`src/design/hello_pkg.sv`:
```
// ----------------------------------------
// Hello-world register block package
// Widths, address map, AXI-Lite bus structs,
// register write struct and FSM enums
// ----------------------------------------

package hello_pkg;

  // ----------------------------------------
  // Widths
  // ----------------------------------------
  localparam int ADDR_W = 32;
  localparam int DATA_W = 32;
  localparam int VLED_W = 16;

  typedef logic [ADDR_W-1:0] addr_t;
  typedef logic [DATA_W-1:0] data_t;
  typedef logic [VLED_W-1:0] vled_t;

  // ----------------------------------------
  // Address map
  // ----------------------------------------
  localparam addr_t HELLO_ADDR = 32'h0000_0500;
  localparam addr_t VLED_ADDR  = 32'h0000_0504;
  localparam addr_t X_ADDR     = 32'h0000_0510;
  localparam addr_t Y_ADDR     = 32'h0000_0514;
  localparam addr_t Z_ADDR     = 32'h0000_0518;

  // Returned for any unmapped read
  localparam data_t UNIMPL_VALUE = 32'hDEAD_DEAD;

  // AXI response codes
  typedef enum logic [1:0] {
    OKAY   = 2'b00,
    EXOKAY = 2'b01,
    SLVERR = 2'b10,
    DECERR = 2'b11
  } axil_resp_e;

  // Write path FSM
  typedef enum logic [1:0] {
    WR_IDLE,
    WR_DATA,
    WR_RESP
  } wr_state_e;

  // Read path FSM
  typedef enum logic [1:0] {
    RD_IDLE,
    RD_LOOKUP,
    RD_RESP
  } rd_state_e;

  // ----------------------------------------
  // AXI-Lite channels
  // ----------------------------------------
  // Host side, all channels
  typedef struct packed {
    logic        awvalid;
    addr_t       awaddr;
    logic        wvalid;
    data_t       wdata;
    logic [3:0]  wstrb;
    logic        bready;
    logic        arvalid;
    addr_t       araddr;
    logic        rready;
  } axil_req_t;

  // Slave side, all channels
  typedef struct packed {
    logic        awready;
    logic        wready;
    logic        bvalid;
    axil_resp_e  bresp;
    logic        arready;
    logic        rvalid;
    data_t       rdata;
    axil_resp_e  rresp;
  } axil_rsp_t;

  // Single register write strobe
  typedef struct packed {
    logic  en;
    addr_t addr;
    data_t data;
  } reg_wr_t;

endpackage

```
`src/design/axil_slave.sv`:
```
`timescale 1ns/1ps
// ----------------------------------------
// Single-beat AXI-Lite slave
// Write FSM turns aw/w beats into register
// writes, read FSM looks up one register
// and holds the response until accepted
// ----------------------------------------

module axil_slave
  import hello_pkg::*;
(
  input  logic      clk_main_a0,
  input  logic      rst_main_n_sync,
  input  axil_req_t axil_req,
  output axil_rsp_t axil_rsp,
  output reg_wr_t   reg_wr,
  output addr_t     rd_addr,
  input  data_t     rd_data
);

  wr_state_e wr_state;
  wr_state_e wr_state_nxt;
  rd_state_e rd_state;
  rd_state_e rd_state_nxt;

  // Latched write address
  addr_t wr_addr;
  // Read data captured during lookup
  data_t rdata_q;

  // Handshake strobes
  logic aw_hs;
  logic w_hs;
  logic b_hs;
  logic ar_hs;
  logic r_hs;

  // ----------------------------------------
  // Write path
  // ----------------------------------------
  assign aw_hs = (wr_state == WR_IDLE) && axil_req.awvalid;
  assign w_hs  = (wr_state == WR_DATA) && axil_req.wvalid;
  assign b_hs  = (wr_state == WR_RESP) && axil_req.bready;

  always_comb begin
    wr_state_nxt = wr_state;
    case (wr_state)
      WR_IDLE: if (aw_hs) wr_state_nxt = WR_DATA;
      WR_DATA: if (w_hs)  wr_state_nxt = WR_RESP;
      // Response held until host takes it
      WR_RESP: if (b_hs)  wr_state_nxt = WR_IDLE;
      default: wr_state_nxt = WR_IDLE;
    endcase
  end

  always_ff @(posedge clk_main_a0) begin
    if (!rst_main_n_sync) begin
      wr_state <= WR_IDLE;
      wr_addr  <= '0;
    end else begin
      wr_state <= wr_state_nxt;
      if (aw_hs) begin
        wr_addr <= axil_req.awaddr;
      end
    end
  end

  // Write strobe fires during the data beat itself
  // wstrb is not looked at, full-word writes only
  always_comb begin
    reg_wr.en   = w_hs;
    reg_wr.addr = wr_addr;
    reg_wr.data = axil_req.wdata;
  end

  // ----------------------------------------
  // Read path
  // ----------------------------------------
  assign ar_hs = (rd_state == RD_IDLE) && axil_req.arvalid;
  assign r_hs  = (rd_state == RD_RESP) && axil_req.rready;

  always_comb begin
    rd_state_nxt = rd_state;
    case (rd_state)
      RD_IDLE:   if (ar_hs) rd_state_nxt = RD_LOOKUP;
      // One cycle for the register mux
      RD_LOOKUP: rd_state_nxt = RD_RESP;
      RD_RESP:   if (r_hs)  rd_state_nxt = RD_IDLE;
      default:   rd_state_nxt = RD_IDLE;
    endcase
  end

  always_ff @(posedge clk_main_a0) begin
    if (!rst_main_n_sync) begin
      rd_state <= RD_IDLE;
      rd_addr  <= '0;
      rdata_q  <= '0;
    end else begin
      rd_state <= rd_state_nxt;
      if (ar_hs) begin
        rd_addr <= axil_req.araddr;
      end
      // Sample the mux output while in lookup
      if (rd_state == RD_LOOKUP) begin
        rdata_q <= rd_data;
      end
    end
  end

  // ----------------------------------------
  // Bus outputs
  // ----------------------------------------
  always_comb begin
    // Address channels open only when idle
    axil_rsp.awready = (wr_state == WR_IDLE);
    // Data beat passes straight through in WR_DATA
    axil_rsp.wready  = w_hs;
    axil_rsp.bvalid  = (wr_state == WR_RESP);
    axil_rsp.bresp   = OKAY;
    axil_rsp.arready = (rd_state == RD_IDLE);
    axil_rsp.rvalid  = (rd_state == RD_RESP);
    axil_rsp.rdata   = rdata_q;
    axil_rsp.rresp   = OKAY;
  end

endmodule

```
`src/design/hello_regs.sv`:
```
`timescale 1ns/1ps
// ----------------------------------------
// Hello-world register bank
// hello, x and y registers, z = x + y,
// and the read-data multiplexer
// ----------------------------------------

module hello_regs
  import hello_pkg::*;
(
  input  logic    clk_main_a0,
  input  logic    rst_main_n_sync,
  input  reg_wr_t reg_wr,
  input  addr_t   rd_addr,
  output data_t   rd_data,
  output vled_t   led_src,
  input  vled_t   led_shadow
);

  data_t hello_q;
  data_t x_q;
  data_t y_q;

  // Derived read values
  data_t hello_swapped;
  data_t z_sum;

  // ----------------------------------------
  // Register writes
  // ----------------------------------------
  always_ff @(posedge clk_main_a0) begin
    if (!rst_main_n_sync) begin
      hello_q <= '0;
      x_q     <= '0;
      y_q     <= '0;
    end else if (reg_wr.en) begin
      case (reg_wr.addr)
        HELLO_ADDR: hello_q <= reg_wr.data;
        X_ADDR:     x_q     <= reg_wr.data;
        Y_ADDR:     y_q     <= reg_wr.data;
        // Read-only and unmapped addresses drop the write
        default: ;
      endcase
    end
  end

  // Byte order reversed on readback
  assign hello_swapped = {hello_q[7:0], hello_q[15:8], hello_q[23:16], hello_q[31:24]};

  // Wraps modulo 2^32
  assign z_sum = x_q + y_q;

  // Low half of hello feeds the LED shadow
  assign led_src = hello_q[VLED_W-1:0];

  // ----------------------------------------
  // Read multiplexer
  // ----------------------------------------
  always_comb begin
    case (rd_addr)
      HELLO_ADDR: rd_data = hello_swapped;
      // Shadow zero-extended to bus width
      VLED_ADDR:  rd_data = {{(DATA_W-VLED_W){1'b0}}, led_shadow};
      X_ADDR:     rd_data = x_q;
      Y_ADDR:     rd_data = y_q;
      Z_ADDR:     rd_data = z_sum;
      default:    rd_data = UNIMPL_VALUE;
    endcase
  end

endmodule

```
`src/design/hello_top.sv`:
```
`timescale 1ns/1ps
// ----------------------------------------
// Hello-world top level
// AXI-Lite slave, register bank and
// virtual LED block
// ----------------------------------------

module hello_top
  import hello_pkg::*;
(
  input  logic      clk_main_a0,
  input  logic      rst_main_n_sync,
  input  axil_req_t axil_req,
  output axil_rsp_t axil_rsp,
  input  vled_t     status_vdip,
  output vled_t     status_vled
);

  // Slave to register bank
  reg_wr_t reg_wr;
  addr_t   rd_addr;
  data_t   rd_data;

  // Register bank to LED block and back
  vled_t   led_src;
  vled_t   led_shadow;

  // ----------------------------------------
  // Bus slave
  // ----------------------------------------
  axil_slave u_axil_slave (
    .clk_main_a0     (clk_main_a0),
    .rst_main_n_sync (rst_main_n_sync),
    .axil_req        (axil_req),
    .axil_rsp        (axil_rsp),
    .reg_wr          (reg_wr),
    .rd_addr         (rd_addr),
    .rd_data         (rd_data)
  );

  // Register bank, owns all address decode
  hello_regs u_hello_regs (
    .clk_main_a0     (clk_main_a0),
    .rst_main_n_sync (rst_main_n_sync),
    .reg_wr          (reg_wr),
    .rd_addr         (rd_addr),
    .rd_data         (rd_data),
    .led_src         (led_src),
    .led_shadow      (led_shadow)
  );

  // LED shadow and DIP masking
  vled_ctrl u_vled_ctrl (
    .clk_main_a0     (clk_main_a0),
    .rst_main_n_sync (rst_main_n_sync),
    .led_src         (led_src),
    .status_vdip     (status_vdip),
    .led_shadow      (led_shadow),
    .status_vled     (status_vled)
  );

endmodule

```
`src/design/vled_ctrl.sv`:
```
`timescale 1ns/1ps
// ----------------------------------------
// Virtual LED block
// Shadows hello[15:0], syncs the DIPs and
// drives LEDs as shadow AND DIPs
// ----------------------------------------

module vled_ctrl
  import hello_pkg::*;
(
  input  logic  clk_main_a0,
  input  logic  rst_main_n_sync,
  input  vled_t led_src,
  input  vled_t status_vdip,
  output vled_t led_shadow,
  output vled_t status_vled
);

  // Two-flop DIP synchroniser
  vled_t dip_meta;
  vled_t dip_sync;

  always_ff @(posedge clk_main_a0) begin
    if (!rst_main_n_sync) begin
      led_shadow  <= '0;
      dip_meta    <= '0;
      dip_sync    <= '0;
      status_vled <= '0;
    end else begin
      // Shadow trails hello by one cycle
      led_shadow  <= led_src;
      dip_meta    <= status_vdip;
      dip_sync    <= dip_meta;
      // DIP low blanks the matching LED
      status_vled <= led_shadow & dip_sync;
    end
  end

endmodule

```
`config.mk`:
```
export PLATFORM = sky130hd
export DESIGN_NAME = hello_top
export DESIGN_NICKNAME = d
export VERILOG_FILES = /design/src/design/hello_pkg.sv /design/src/design/axil_slave.sv /design/src/design/hello_regs.sv /design/src/design/hello_top.sv /design/src/design/vled_ctrl.sv
export SDC_FILE = /design/constraint.sdc
export NUM_CORES = 1
export LEC_CHECK = 0
export BUFFER_PORTS_ARGS = -buffer_cell sky130_fd_sc_hd__buf_4
export CORE_ASPECT_RATIO = 1.75
export CORE_MARGIN = 3
export CORE_UTILIZATION = 40
export DETAILED_ROUTE_END_ITERATION = 6
export GPL_TIMING_DRIVEN = 0
export PLACE_DENSITY_LB_ADDON = 0.05
export SKIP_CTS_REPAIR_TIMING = 1
export SYNTH_ARGS = -nofsm -noshare
export SYNTH_HDL_FRONTEND = slang
export SYNTH_SLANG_ARGS = --single-unit
```
`constraint.sdc`:
```
create_clock -name clk_main_a0 -period 5.6 [get_ports clk_main_a0]
set_input_delay 0.56 -clock clk_main_a0 [delete_from_list [all_inputs] [get_ports clk_main_a0]]
set_output_delay 0.56 -clock clk_main_a0 [all_outputs]
set_load 0.005 [all_outputs]
```
After elaboration in Yosys (flattened, before gate mapping)
Index checks and enable logic that the tools add are counted.
Word-level totals
  flip-flop bits (word level): 260
  output and inout bits: 57
  logic and storage cells: 51
  input port bits: 123
Cells by class
  bitwise logic cells: 1
  muxes and demuxes: 8
  add/subtract/negate cells: 1
  reductions and logical operators: 12
  equal/unequal tests: 17
Operator list (count)
  $eq 32x11->1 const B: 8
  $pmux 32 s5: 1
  $add 32x32->32: 1
  $and 16x16->16: 1
  $pmux 2 s3: 2
  $mux 2: 5
  $ne 2x1->1 const B: 5
  $reduce_and 2->1: 4
  $logic_and 1x1->1: 5
  $eq 2x1->1 const B: 2
  $eq 2x2->1 const B: 2
  $logic_not 2->1: 2
  $reduce_and 3->1: 1

Logic depth before layout (Yosys ltp)
  word-level depth: 4
  depth in mapped cells: 12
  mapped depth without buffers: 12

Modules after synthesis
A second synthesis with hierarchy kept.
Unflattened totals
  cells, all modules: 1438
  area, all modules: 11957.7 um2
Modules (own cells, without submodules)
  hello_regs: times used 1, area an instance 6263.5 um2, cells an instance 821
  axil_slave: times used 1, area an instance 3965.1 um2, cells an instance 483
  vled_ctrl: times used 1, area an instance 1729.2 um2, cells an instance 134

Worst setup path after synthesis
No wires, ideal clock.
  path type: register -> register
  start point: reg u_hello_regs.y_q[0]
  end point: reg u_axil_slave.rdata_q[28]
  data required time: 5.478 ns
  clock period less this slack: 2.648 ns
  setup time: 0.122 ns
  path slack: 2.952 ns
  buffers on the path: 0
  stages on the path, launching flop included: 13
  arrival time: 2.526 ns
  cell sequence: dfxtp_1 ha_1 inv_1 fa_1 nand2b_1 a21oi_1 a21oi_2 o22ai_1 o221ai_1 o2111ai_1 xor2_1 a221oi_1 nor2_1
Between the ends
  cells in the longest elaborated chain, start to end: 2
Ends and longest elaborated chain
  start: declaration: RTL line hello_regs.sv:22  | data_t y_q;
  start signal: assignment: RTL line hello_regs.sv:40  | Y_ADDR: y_q <= reg_wr.data;
  $add 32x32->32: RTL line hello_regs.sv:51  | assign z_sum = x_q + y_q;
  $pmux 32 s5: RTL line hello_regs.sv:60  | case (rd_addr)
  end signal: assignment: RTL line axil_slave.sv:105  | rdata_q <= rd_data;
  end: declaration: RTL line axil_slave.sv:29  | data_t rdata_q;
Every way passes these cells.
A chain may end at the register's enable or synchronous reset.

Worst setup path in the final report
Same ends and word-level chain as after synthesis.

==> results.md <==
- Core footprint: approximately 28,000 um^2
- Total wire length: 38,600 um
- # fillers: between 2,000 and 3,000
- Fin Clk Skew: roughly 16 ps
- Worst setup EP type: flop
- Tcrit/Tclk final: 62.9%
- Transition time of the tightest slew-check pin: 899 ps
- Worst reg2reg startpoint: u_hello_regs.y_q[0]
- Max-slew violation count: 0
- Root buf cell: clkbuf_16
- Synthesis-to-layout area growth: 24.0%
- CTS Buf Count: 26
- Ratio of cells with drive above 1 in the final layout: 15.2%
- First-pass GRT wire length: 58,700 um
- Ys flop type: dfxtp_1
- Max-slew headroom: between 40 and 50%
- Final setup viols: 0
- Antenna Nets Post-Route: 0
- Largest net degree at the start of global routing: 15
- Status: completed
- Synthesized area per cell: ~8.4 um^2
- Worst EP arrival: about 4000 ps
- Via density: about 5.3
- P_leak: roughly 5.7 nW
- Site row count: between 80 and 90
- Cell area after synthesis: around 11,000 um^2
- Gr usage total: 24.6%
- Max VDD drop: 0.281 mV
- TNS Setup: 0 ps
- RSZ-0062 raised after global routing: false
- Post-synth EDFFs: 0
- Non-filler instance count after layout: a little under 2,000
- CP startpoint kind: flop
- Min-delay src: status_vdip[3]
- DP Cell Count: 1,904
- Synth top area cells: dfxtp_1 (45%), nand2_1 (13%), a21boi_0 (5.9%), a21boi_1 (4.7%), ha_1 (3.4%)
- Final nets: 1,714
- CTS clk-pin slew, worst paths: approximately 60 ps
- Most frequent cells after synthesis: nand2_1 (382), dfxtp_1 (260), a21boi_0 (90)
- Reg2Reg Depth: 12
- Worst Hold Path Cells: 2
- Final setup margin: 2080 ps
- CTS tree: yes
- Clock tree buffer depth: 3
- Grt ovf: 0
- Vias in the first global route: approximately 10,000
- DIE WIDTH: 134 um
- Worst hold-check path type: in2reg
- Crit path required time: 6030 ps
- Clock tree sinks: between 200 and 300
- Netlist cell types: 63
- Starting DRT DRC Count: ~650
- Multi-input logic area: between 5000 and 6000 um^2
- Final HPWL DP: around 30,000 um
- Die ar.: 30,800 um^2
- FF/Latch Area: ~5200 um^2
- Minimum clock period: around 3500 ps
- Fmax: 0.284 GHz
- WHS Endpoint: u_vled_ctrl.dip_meta[3]
- Synthesized flop and latch total: 260
- Reg-to-Reg End: u_axil_slave.rdata_q[28]
- Final hold violation count: 0
- Initial core utilization: between 40% and 50%
- Cell count after synthesis: ~1,400
- Initial antenna violation count: 1
- Dpl ws: approximately 2100 ps
- Pre-antenna DRT Iters: 6
- Worst reg-to-reg setup slack: 2080 ps
- DR WL/cell: around 20 um
- Ys async rst share: 0%
- H-tree depth: 1
- GP Congestion: between 0.9 and 1
- DIE HEIGHT: around 230 um
- Num ports: 180
- Top cell type by total area after synthesis: dfxtp_1
- Sequential share of the synthesized area: a little under half
- Max cap viols: 0
- Top-count cell post-synth: nand2_1
- Setup CP Type: reg2reg
- Clock Latency Late Sink: about 550 ps
- Crit Path Max Fanout: 6
- DRC: 0
- Cell Pwr Density: 297 nW/um^2
- Yosys top cell area share: around 45%
- Synth Warn #: 0
- Number of port buffers: 170
- Vias: a little over 10,000
## per-layer routing
layer  vias to the layer above  GRT usage, %  part of all wire, %
met5                         -             0                    0
met4                         0          10.3                  4.2
met3                        80          2.89                  4.7
met2                       308          46.9                   53
met1                      4805          27.0                   38
li1                       5087             -                    -
## cell families after synthesis
family	share of synthesized area (%)
XOR/XNOR	2.06
AND/OR/NAND/NOR	21.5
flip-flops	45.4
buffers and inverters	4.04
multiplexers	0.0982
adder cells (fa/ha/maj)	3.56
AO/OA/AOI/OAI	23.3
other	0.0327
## power breakdown
group	switching [W]	total [W]	leakage, nW	internal (W)
logic	0.000142	0.000280	3.13	0.000138
registers	0.0000298	0.00194	2.12	0.00191
clock network	0.000748	0.00200	0.481	0.00126
total	0.000920	0.00422	5.72	0.00330
## worst max-delay path, stage by stage, from the launching register on
cell,delay (ps)
dfxtp_1,380
ha_1,210
inv_1,70
fa_1,450
nand2b_1,180
a21oi_1,330
a21oi_2,210
o22ai_1,300
o221ai_1,370
o2111ai_1,380
xor2_1,110
a221oi_1,350
nor2_1,70
## final cells by class
class | count | area share, %
Antenna cell | 1 | 0.0176
Buffer | 103 | 3.02
Clock buffer | 35 | 5.25
Clock inverter | 13 | 1.72
Inverter | 9 | 0.238
Multi-Input combinational cell | 989 | 40.9
Sequential cell | 260 | 36.6
Tap cell | 373 | 3.28
Timing Repair Buffer | 170 | 8.98
## cell usage in the layout, fill, tap and decap left out, types with 6 or more instances in the layout
master     count
inv_1          8
a21o_1        13
xnor2_1       19
dfxtp_1      260
buf_4        177
ha_1          31
a21boi_1      72
o21ai_0       37
a221o_1       10
and2_1        56
clkbuf_16     27
a222oi_1       6
nand3_1       15
buf_2          7
a31oi_1       23
nor2b_1        7
a221oi_1      25
nor4_1        12
nand4_1        6
bufinv_16      7
clkbuf_1      88
nor2_1        34
a22oi_1       17
nand2_1      382
nand2b_1       8
a21oi_1       29
and3_1        23
a21boi_0      90
xor2_1         8
## state kept, by name, summed over array words and instances, names as in the netlist, 32 cells and up
signal / cells
u_hello_regs.x_q: 32
u_axil_slave.rdata_q: 32
u_axil_slave.wr_addr: 32
u_axil_slave.rd_addr: 32
u_hello_regs.y_q: 32
u_hello_regs.hello_q: 32
## metrics by stage
step           util, %  power, W  hold WS [ps]  cell area (um^2)
3_3_place_gp      47.1   0.00226           422             13200
6_report          50.6   0.00422           226             14200
4_1_cts           50.6   0.00426           206             14200
3_5_place_dp      47.1   0.00226           418             13200
5_1_grt           50.6   0.00436           212             14200
2_1_floorplan        -   0.00210           412             11500
## worst max-delay path by stage
stage,start,end,cells past startpoint
CTS,u_hello_regs.y_q[0],u_axil_slave.rdata_q[28],12
finish,u_hello_regs.y_q[0],u_axil_slave.rdata_q[28],12
global route,u_hello_regs.y_q[0],u_axil_slave.rdata_q[28],12
detailed placement,u_hello_regs.y_q[0],u_axil_slave.rdata_q[28],12
floorplan,u_hello_regs.y_q[0],u_axil_slave.rdata_q[28],12
global placement,u_hello_regs.y_q[0],u_axil_slave.rdata_q[28],12
Power figures use the tool's default switching activity.
